**config.mk**
```make
export PLATFORM = sky130hd
export DESIGN_NAME = decodeStage
export DESIGN_NICKNAME = d
export VERILOG_FILES = /design/src/hdl/rvIsaPkg.sv /design/src/hdl/rvCtrlPkg.sv /design/src/hdl/ctrlBus.sv /design/src/hdl/mainDecoder.sv /design/src/hdl/aluDecoder.sv /design/src/hdl/immExtend.sv /design/src/hdl/regFile.sv /design/src/hdl/decodeExecuteReg.sv /design/src/hdl/decodeStage.sv
export VERILOG_INCLUDE_DIRS = /design/src /design/src/hdl
export SDC_FILE = /design/constraint.sdc
export NUM_CORES = 2
export LEC_CHECK = 0
export BUFFER_PORTS_ARGS = -buffer_cell sky130_fd_sc_hd__buf_4
export CAP_MARGIN = 5
export CELL_PAD_IN_SITES_DETAIL_PLACEMENT = 0
export CELL_PAD_IN_SITES_GLOBAL_PLACEMENT = 1
export CORE_MARGIN = 2
export CORE_UTILIZATION = 50
export DETAILED_ROUTE_END_ITERATION = 10
export HOLD_SLACK_MARGIN = 0.15
export PLACE_DENSITY_LB_ADDON = 0.1
export SYNTH_ARGS = -nofsm -noshare
export SYNTH_HDL_FRONTEND = slang
export SYNTH_SLANG_ARGS = --single-unit
```
**constraint.sdc**
```tcl
create_clock -name clk -period 5.2 [get_ports clk]
set_input_delay 1.04 -clock clk [delete_from_list [all_inputs] [get_ports clk]]
set_output_delay 1.04 -clock clk [all_outputs]
set_load 0.005 [all_outputs]
```
**src/hdl/rvDecodeCfg.svh**
```systemverilog
`ifndef RV_DECODE_CFG_SVH
`define RV_DECODE_CFG_SVH

// ==================================================
// datapath sizing for the decode stage
// ==================================================

// instruction and data words share one width
`define XLEN 32

// architectural register file depth and index width
`define REG_COUNT 32
`define REG_IDX_W 5

`endif

```
**src/hdl/rvIsaPkg.sv**
```systemverilog
package rvIsaPkg;

    // major opcodes of the supported subset
    localparam logic [6:0] OP_R      = 7'b0110011;
    localparam logic [6:0] OP_IMM    = 7'b0010011;
    localparam logic [6:0] OP_LOAD   = 7'b0000011;
    localparam logic [6:0] OP_LUI    = 7'b0110111;
    localparam logic [6:0] OP_STORE  = 7'b0100011;
    localparam logic [6:0] OP_BRANCH = 7'b1100011;
    localparam logic [6:0] OP_JAL    = 7'b1101111;
    localparam logic [6:0] OP_JALR   = 7'b1100111;

    typedef struct packed {
        logic [6:0] funct7;
        logic [4:0] rs2;
        logic [4:0] rs1;
        logic [2:0] funct3;
        logic [4:0] rd;
        logic [6:0] opcode;
    } rTypeS;

    typedef struct packed {
        logic [11:0] imm;
        logic [4:0]  rs1;
        logic [2:0]  funct3;
        logic [4:0]  rd;
        logic [6:0]  opcode;
    } iTypeS;

    typedef struct packed {
        logic [6:0] immHi;
        logic [4:0] rs2;
        logic [4:0] rs1;
        logic [2:0] funct3;
        logic [4:0] immLo;
        logic [6:0] opcode;
    } sTypeS;

    // branch offsets are scattered so that the sign bit stays at bit 31
    typedef struct packed {
        logic       imm12;
        logic [5:0] imm10to5;
        logic [4:0] rs2;
        logic [4:0] rs1;
        logic [2:0] funct3;
        logic [3:0] imm4to1;
        logic       imm11;
        logic [6:0] opcode;
    } bTypeS;

    typedef struct packed {
        logic [19:0] imm;
        logic [4:0]  rd;
        logic [6:0]  opcode;
    } uTypeS;

    typedef struct packed {
        logic       imm20;
        logic [9:0] imm10to1;
        logic       imm11;
        logic [7:0] imm19to12;
        logic [4:0] rd;
        logic [6:0] opcode;
    } jTypeS;

    typedef union packed {
        rTypeS r;
        iTypeS i;
        sTypeS s;
        bTypeS b;
        uTypeS u;
        jTypeS j;
    } rvInstrU;

endpackage

```
**src/hdl/rvCtrlPkg.sv**
```systemverilog
package rvCtrlPkg;

    // what the writeback mux selects
    typedef enum logic [1:0] {
        aluResult = 2'b00,
        memData   = 2'b01,
        pcPlus4   = 2'b10
    } resultSrcE;

    typedef enum logic [2:0] {
        immI = 3'b000,
        immU = 3'b001,
        immS = 3'b010,
        immB = 3'b011,
        immJ = 3'b100
    } immSrcE;

    // coarse class handed from the main decoder to the ALU decoder
    typedef enum logic [1:0] {
        aluMemAdd    = 2'b00,
        aluBranchSub = 2'b01,
        aluFunct     = 2'b10,
        aluPassImm   = 2'b11
    } aluOpE;

    typedef enum logic [3:0] {
        aluAdd   = 4'd0,
        aluSub   = 4'd1,
        aluSll   = 4'd2,
        aluSlt   = 4'd3,
        aluSltu  = 4'd4,
        aluXor   = 4'd5,
        aluSrl   = 4'd6,
        aluSra   = 4'd7,
        aluOr    = 4'd8,
        aluAnd   = 4'd9,
        aluPassB = 4'd10
    } aluCtrlE;

endpackage

```
**src/hdl/ctrlBus.sv**
```systemverilog
`timescale 1ns/1ps

interface ctrlBus
    import rvCtrlPkg::*;
();

    logic      regWrite;
    resultSrcE resultSrc;
    logic      memWrite;
    logic      aluSrc;
    aluCtrlE   aluControl;
    logic      branch;
    logic [2:0] branchCond;
    logic      jump;
    logic      illegal;

    // the decoders fill the word, the pipeline register samples it
    modport src (
        output regWrite, resultSrc, memWrite, aluSrc, aluControl,
        output branch, branchCond, jump, illegal
    );

    modport dst (
        input regWrite, resultSrc, memWrite, aluSrc, aluControl,
        input branch, branchCond, jump, illegal
    );

endinterface

```
**src/hdl/mainDecoder.sv**
```systemverilog
`timescale 1ns/1ps

module mainDecoder
    import rvIsaPkg::*;
    import rvCtrlPkg::*;
(
    input  rvInstrU instr,
    ctrlBus.src     ctrl,
    output immSrcE  immSrc,
    output aluOpE   aluOp
);

    typedef enum logic [3:0] {
        undefKind,
        rKind,
        addiKind,
        slliKind,
        lwKind,
        luiKind,
        storeKind,
        branchKind,
        jalKind,
        jalrKind
    } kindE;

    kindE kind;

    // ==================================================
    // instruction classification
    // ==================================================

    always_comb begin
        unique case (instr.r.opcode)
            OP_R:      kind = rKind;
            OP_IMM:    kind = (instr.r.funct3 == 3'b000) ? addiKind :
                              (instr.r.funct3 == 3'b001) ? slliKind : undefKind;
            OP_LOAD:   kind = (instr.r.funct3 == 3'b010) ? lwKind : undefKind;
            OP_LUI:    kind = luiKind;
            OP_STORE:  kind = storeKind;
            OP_BRANCH: kind = branchKind;
            OP_JAL:    kind = jalKind;
            OP_JALR:   kind = jalrKind;
            default:   kind = undefKind;
        endcase
    end

    // ==================================================
    // control word
    // ==================================================

    always_comb begin
        ctrl.regWrite = kind inside {rKind, addiKind, slliKind, lwKind, luiKind,
                                     jalKind, jalrKind};
        ctrl.memWrite = (kind == storeKind);
        ctrl.aluSrc   = kind inside {addiKind, slliKind, lwKind, luiKind, storeKind};
        ctrl.branch   = (kind == branchKind);
        ctrl.jump     = kind inside {jalKind, jalrKind};
        ctrl.illegal  = (kind == undefKind);

        // execute resolves the branch from funct3 directly
        ctrl.branchCond = instr.r.funct3;

        if (kind == lwKind)
            ctrl.resultSrc = memData;
        else if (kind inside {jalKind, jalrKind})
            ctrl.resultSrc = pcPlus4;
        else
            ctrl.resultSrc = aluResult;

        case (kind)
            luiKind:    immSrc = immU;
            storeKind:  immSrc = immS;
            branchKind: immSrc = immB;
            jalKind:    immSrc = immJ;
            default:    immSrc = immI;
        endcase

        case (kind)
            lwKind, storeKind: aluOp = aluMemAdd;
            branchKind:        aluOp = aluBranchSub;
            luiKind:           aluOp = aluPassImm;
            default:           aluOp = aluFunct;
        endcase
    end

endmodule

```
**src/hdl/aluDecoder.sv**
```systemverilog
`timescale 1ns/1ps

module aluDecoder
    import rvIsaPkg::*;
    import rvCtrlPkg::*;
(
    input  aluOpE   aluOp,
    input  rvInstrU instr,
    ctrlBus.src     ctrl
);

    logic subSel;
    logic shiftArith;

    // register sub needs both bits so that addi with a high imm bit 10 stays an add
    assign subSel     = instr.r.funct7[5] & instr.r.opcode[5];
    assign shiftArith = instr.r.funct7[5];

    always_comb begin
        case (aluOp)
            aluMemAdd:    ctrl.aluControl = aluAdd;
            aluBranchSub: ctrl.aluControl = aluSub;
            aluPassImm:   ctrl.aluControl = aluPassB;
            default: begin
                case (instr.r.funct3)
                    3'b000:  ctrl.aluControl = subSel ? aluSub : aluAdd;
                    3'b001:  ctrl.aluControl = aluSll;
                    3'b010:  ctrl.aluControl = aluSlt;
                    3'b011:  ctrl.aluControl = aluSltu;
                    3'b100:  ctrl.aluControl = aluXor;
                    3'b101:  ctrl.aluControl = shiftArith ? aluSra : aluSrl;
                    3'b110:  ctrl.aluControl = aluOr;
                    default: ctrl.aluControl = aluAnd;
                endcase
            end
        endcase
    end

endmodule

```
**src/hdl/immExtend.sv**
```systemverilog
`timescale 1ns/1ps
`include "rvDecodeCfg.svh"

module immExtend
    import rvIsaPkg::*;
    import rvCtrlPkg::*;
(
    input  rvInstrU          instr,
    input  immSrcE           immSrc,
    output logic [`XLEN-1:0] immExt
);

    // every format keeps its sign in bit 31 of the word
    always_comb begin
        case (immSrc)
            immI: begin
                immExt = {{(`XLEN-12){instr.i.imm[11]}}, instr.i.imm};
            end
            immS: begin
                immExt = {{(`XLEN-12){instr.s.immHi[6]}}, instr.s.immHi, instr.s.immLo};
            end
            immB: begin
                immExt = {{(`XLEN-13){instr.b.imm12}}, instr.b.imm12, instr.b.imm11,
                          instr.b.imm10to5, instr.b.imm4to1, 1'b0};
            end
            immU: begin
                immExt = `XLEN'($signed({instr.u.imm, 12'h000}));
            end
            immJ: begin
                immExt = {{(`XLEN-21){instr.j.imm20}}, instr.j.imm20, instr.j.imm19to12,
                          instr.j.imm11, instr.j.imm10to1, 1'b0};
            end
            default: begin
                immExt = '0;
            end
        endcase
    end

endmodule

```
**src/hdl/regFile.sv**
```systemverilog
`timescale 1ns/1ps
`include "rvDecodeCfg.svh"

module regFile (
    input  logic                  clk,
    input  logic                  rstN,
    input  logic [`REG_IDX_W-1:0] rs1,
    input  logic [`REG_IDX_W-1:0] rs2,
    input  logic                  we,
    input  logic [`REG_IDX_W-1:0] rd,
    input  logic [`XLEN-1:0]      wd,
    output logic [`XLEN-1:0]      rd1,
    output logic [`XLEN-1:0]      rd2
);

    logic [`XLEN-1:0] regs [`REG_COUNT];

    always_ff @(posedge clk) begin
        if (!rstN) begin
            for (int i = 0; i < `REG_COUNT; i++)
                regs[i] <= '0;
        end else if (we && rd != '0) begin
            regs[rd] <= wd;
        end
    end

    // writeback in the same cycle is forwarded so decode never sees a stale value
    always_comb begin
        if (rs1 == '0)
            rd1 = '0;
        else if (we && rd == rs1)
            rd1 = wd;
        else
            rd1 = regs[rs1];

        if (rs2 == '0)
            rd2 = '0;
        else if (we && rd == rs2)
            rd2 = wd;
        else
            rd2 = regs[rs2];
    end

endmodule

```
**src/hdl/decodeExecuteReg.sv**
```systemverilog
`timescale 1ns/1ps
`include "rvDecodeCfg.svh"

module decodeExecuteReg (
    input  logic                  clk,
    input  logic                  rstN,
    input  logic                  stall,
    input  logic                  flush,
    ctrlBus.dst                   ctrl,
    input  logic [`XLEN-1:0]      rs1Data,
    input  logic [`XLEN-1:0]      rs2Data,
    input  logic [`XLEN-1:0]      immExt,
    input  logic [`REG_IDX_W-1:0] rd,
    input  logic [`XLEN-1:0]      pc,
    output logic                  regWriteE,
    output logic [1:0]            resultSrcE,
    output logic                  memWriteE,
    output logic                  aluSrcE,
    output logic [3:0]            aluControlE,
    output logic                  branchE,
    output logic [2:0]            branchCondE,
    output logic                  jumpE,
    output logic                  illegalE,
    output logic [`XLEN-1:0]      rs1DataE,
    output logic [`XLEN-1:0]      rs2DataE,
    output logic [`XLEN-1:0]      immExtE,
    output logic [`REG_IDX_W-1:0] rdE,
    output logic [`XLEN-1:0]      pcE
);

    // ==================================================
    // a flush turns the control half into a bubble
    // ==================================================

    always_ff @(posedge clk) begin
        if (!rstN || flush) begin
            regWriteE   <= 1'b0;
            resultSrcE  <= '0;
            memWriteE   <= 1'b0;
            aluSrcE     <= 1'b0;
            aluControlE <= '0;
            branchE     <= 1'b0;
            branchCondE <= '0;
            jumpE       <= 1'b0;
            illegalE    <= 1'b0;
        end else if (!stall) begin
            regWriteE   <= ctrl.regWrite;
            resultSrcE  <= ctrl.resultSrc;
            memWriteE   <= ctrl.memWrite;
            aluSrcE     <= ctrl.aluSrc;
            aluControlE <= ctrl.aluControl;
            branchE     <= ctrl.branch;
            branchCondE <= ctrl.branchCond;
            jumpE       <= ctrl.jump;
            illegalE    <= ctrl.illegal;
        end
    end

    // the data half holds during a stall
    always_ff @(posedge clk) begin
        if (!stall) begin
            rs1DataE <= rs1Data;
            rs2DataE <= rs2Data;
            immExtE  <= immExt;
            rdE      <= rd;
            pcE      <= pc;
        end
    end

endmodule

```
**src/hdl/decodeStage.sv**
```systemverilog
`timescale 1ns/1ps
`include "rvDecodeCfg.svh"

module decodeStage
    import rvIsaPkg::*;
    import rvCtrlPkg::*;
(
    input  logic                  clk,
    input  logic                  rstN,
    input  logic [`XLEN-1:0]      instrD,
    input  logic [`XLEN-1:0]      pcD,
    input  logic                  stall,
    input  logic                  flush,
    input  logic                  wbWe,
    input  logic [`REG_IDX_W-1:0] wbRd,
    input  logic [`XLEN-1:0]      wbData,
    output logic                  regWriteE,
    output logic [1:0]            resultSrcE,
    output logic                  memWriteE,
    output logic                  aluSrcE,
    output logic [3:0]            aluControlE,
    output logic                  branchE,
    output logic [2:0]            branchCondE,
    output logic                  jumpE,
    output logic                  illegalE,
    output logic [`XLEN-1:0]      rs1DataE,
    output logic [`XLEN-1:0]      rs2DataE,
    output logic [`XLEN-1:0]      immExtE,
    output logic [`REG_IDX_W-1:0] rdE,
    output logic [`XLEN-1:0]      pcE
);

    rvInstrU          instr;
    immSrcE           immSrc;
    aluOpE            aluOp;
    logic [`XLEN-1:0] rs1Data;
    logic [`XLEN-1:0] rs2Data;
    logic [`XLEN-1:0] immExt;

    assign instr = instrD;

    ctrlBus ctrl ();

    mainDecoder mainDecoder_i (
        .instr  (instr),
        .ctrl   (ctrl.src),
        .immSrc (immSrc),
        .aluOp  (aluOp)
    );

    aluDecoder aluDecoder_i (
        .aluOp (aluOp),
        .instr (instr),
        .ctrl  (ctrl.src)
    );

    immExtend immExtend_i (
        .instr  (instr),
        .immSrc (immSrc),
        .immExt (immExt)
    );

    // register reads use the R view since rs1 and rs2 sit at fixed bits
    regFile regFile_i (
        .clk  (clk),
        .rstN (rstN),
        .rs1  (instr.r.rs1),
        .rs2  (instr.r.rs2),
        .we   (wbWe),
        .rd   (wbRd),
        .wd   (wbData),
        .rd1  (rs1Data),
        .rd2  (rs2Data)
    );

    decodeExecuteReg decodeExecuteReg_i (
        .clk         (clk),
        .rstN        (rstN),
        .stall       (stall),
        .flush       (flush),
        .ctrl        (ctrl.dst),
        .rs1Data     (rs1Data),
        .rs2Data     (rs2Data),
        .immExt      (immExt),
        .rd          (instr.r.rd),
        .pc          (pcD),
        .regWriteE   (regWriteE),
        .resultSrcE  (resultSrcE),
        .memWriteE   (memWriteE),
        .aluSrcE     (aluSrcE),
        .aluControlE (aluControlE),
        .branchE     (branchE),
        .branchCondE (branchCondE),
        .jumpE       (jumpE),
        .illegalE    (illegalE),
        .rs1DataE    (rs1DataE),
        .rs2DataE    (rs2DataE),
        .immExtE     (immExtE),
        .rdE         (rdE),
        .pcE         (pcE)
    );

endmodule

```
==> results.ini <==
[die]
dieArea_sq_um=122000
start_util_pct=50.5
io-pin-count=254
die_w_um=350
die_y_um=350
std_cell_rows=126
core_sq_um=118000

[clock_network]
cts.path.max_buffers=3
cts_max_level=4
cts_tree=built
clk_latency_ps=770
hold_buffers=0
cts_made_buffers=136
postCtsSetupBuffers=0
cts_num_sinks=1172
cts_root_buf=clkbuf_16
post_cts_resized=0
cts.clk_slew.worst_paths_ps=60

[synth]
async_flop_share_pct=0
synthesis.area_sq_um=59700
yosysWarnings=0
syn_avg_cell_area_sq_um=14.8
synth_flop_cell=edfxtp_1
synth_common_cells=1,157 x edfxtp_1, 942 x and2_1, 452 x mux4_2
yosys.area.top_type=edfxtp_1
yosysSeqAreaShare_pct=58.7
yosysMostFrequentCell=edfxtp_1
synth_top_cell_area_share_pct=58.2
synth-seq-cells=1172
synth_area_leaders=edfxtp_1 58%, mux4_2 17%, and2_1 9.9%
synth_edf_count=1157
synthCells=4030
ys_types=62

[sta]
skew_ps=20.2
min_period_ps=3330
whs_ps=454
tns_ps=0
slew_violations=0
finalSetupViolCount=0
post-route-period-util_pct=64.0
final-hold-violation-count=0
rsz0062_at_grt=no
relSlewSlack_pct=4.86
fmax_mhz=301
tightest_slew_ps=1430

[critical_path]
critPathLaunchType=input port
max_stage_delay_ps=1070
crit_top_cell=buf_4
path_class=in -> reg
cp.required_ps=5820
critPathMaxFanout=30
crit_chain=buf_4 -> or3_1 -> nand3_2 -> buf_4 -> nor2_4 -> and2_1
endpoint_kind=flip-flop
cp_data_arrival_time_ps=3940
cp_slowest_cell=nor2_4

[drt]
vias_per_cell=6.85
drt_first_iter_violations=5901
drc=0
wl_per_cell_um=37.8
drtAntennaViolNets=0
wl_um=221000
dr_total_vias=40100
first_pass_iters=5

[final_layout]
multi_input_area_sq_um=23500
finalNetCount=4300
syn_to_final_growth_pct=14.6
fillers=9276
design_area_sq_um=68400
drive_above_1_share_pct=27.0
ff_latch_area_sq_um=35000

[power_and_ir_drop]
pwr-share-comb_pct=11.9
irDropWorstVdd_uv=340
sequentialPowerShare_pct=48.4
leakage_nw=23.8
pwr-share-clk_pct=39.6
internal_power_mw=17.3
p_sw_mw=5.93
powerDensity_nw_per_um2=340
power_switching_share_pct=25.5

[global_routing]
grt_pass1_wl_um=306000
grt_max_degree=78
track_usage_pct=36.4
grt_remaining_overflow=0
grt_pass1_vias=39300
antenna_found_initial=18

[placement]
portBuffers=253
place_area_sq_um=64200
hpwl_um=137000
gp_congestion=0.904

[job]
maxCapViolations=0

[hold_path]
hp-class=in -> reg

[run_status]
outcome=finished clean

-- logic make-up after synthesis --
| logic type | share of synthesized area (%) |
|---|---|
| buf+inv | 3.28 |
| compound gates | 5.84 |
| other cells | 0.00628 |
| flops | 58.7 |
| xor+xnor | 0.147 |
| simple gates | 12.7 |
| mux | 19.4 |
-- registers in the layout, summed over array words and instances (netlist names), 3 cells and up --
signal,count
decodeExecuteReg_i.aluControlE,4
decodeExecuteReg_i.rs2DataE,32
decodeExecuteReg_i.pcE,32
decodeExecuteReg_i.branchCondE,3
decodeExecuteReg_i.immExtE,32
regFile_i.regs,1024
decodeExecuteReg_i.rs1DataE,32
decodeExecuteReg_i.rdE,5
-- metal layers --
metal | vias to the layer above | track usage, % | wire length, um
li1 | 15900 | - | -
met1 | 20700 | 50.7 | 83800
met2 | 2923 | 54.7 | 99600
met3 | 522 | 9.43 | 27900
met4 | 14 | 15.0 | 9810
met5 | - | 0 | 82
-- power by group through the flow --
stage | logic, mW | clock network, mW | registers, mW
finish | 2.78 | 9.23 | 11.3
global route | 2.86 | 9.64 | 11.3
CTS | 2.73 | 9.27 | 11.3
detailed placement | 2.72 | 0 | 11.4
global placement | 2.72 | 0 | 11.4
floorplan | 1.54 | 0 | 11.4
-- cells in the final DEF (no fill, tap or decap), types with 46 or more instances in the layout --
master	count
edfxtp_1	1157
and2_1	940
mux4_2	452
buf_4	388
clkbuf_16	139
mux2i_1	134
a22oi_1	112
nand2_1	98
o22ai_1	94
nor2_1	78
nor3_1	72
a21oi_1	53
o21ai_0	46
-- metrics by stage --
stage	power, mW	util [%]	setup WS [ps]	cells
2_1_floorplan	12.9	-	370	4061
3_3_place_gp	14.1	54.3	1220	5592
3_5_place_dp	14.2	54.3	1190	5592
4_1_cts	23.3	57.8	1980	5837
5_1_grt	23.8	57.8	1830	5838
6_report	23.3	57.9	1870	5849
-- final timing paths --
kind / from / to / slack (ps) / depth (start not counted)
setup reg to reg: regFile_i.regs[10][20]$_SDFFCE_PN0P_ / decodeExecuteReg_i.rs2DataE[20]$_SDFFCE_PN0N_ / 2830 / 5
setup / recovery: wbRd[3] / regFile_i.regs[12][27]$_SDFFCE_PN0P_ / 1870 / 6
hold reg to reg: decodeExecuteReg_i.jumpE$_SDFFE_PP0N_ / decodeExecuteReg_i.jumpE$_SDFFE_PP0N_ / 460 / 2
hold / removal: pcD[0] / decodeExecuteReg_i.pcE[0]$_DFFE_PN_ / 450 / 1
-- worst max-delay path, delay by kind of cell --
family / cells / cell delay (ps)
AND/OR/NAND/NOR: 4 / 2360
buffers and inverters: 2 / 510
-- cell type report --
| type | count | share of cell area, % |
|---|---|---|
| tap | 1536 | 2.81 |
| clock buffer | 168 | 5.24 |
| clock inverter | 77 | 0.849 |
| multi-input combinational | 2444 | 34.3 |
| inverter | 11 | 0.0677 |
| timing repair buffer | 429 | 5.43 |
| sequential | 1172 | 51.2 |
| antenna | 12 | 0.0439 |
No activity file was read; power rests on OpenSTA's default activity.
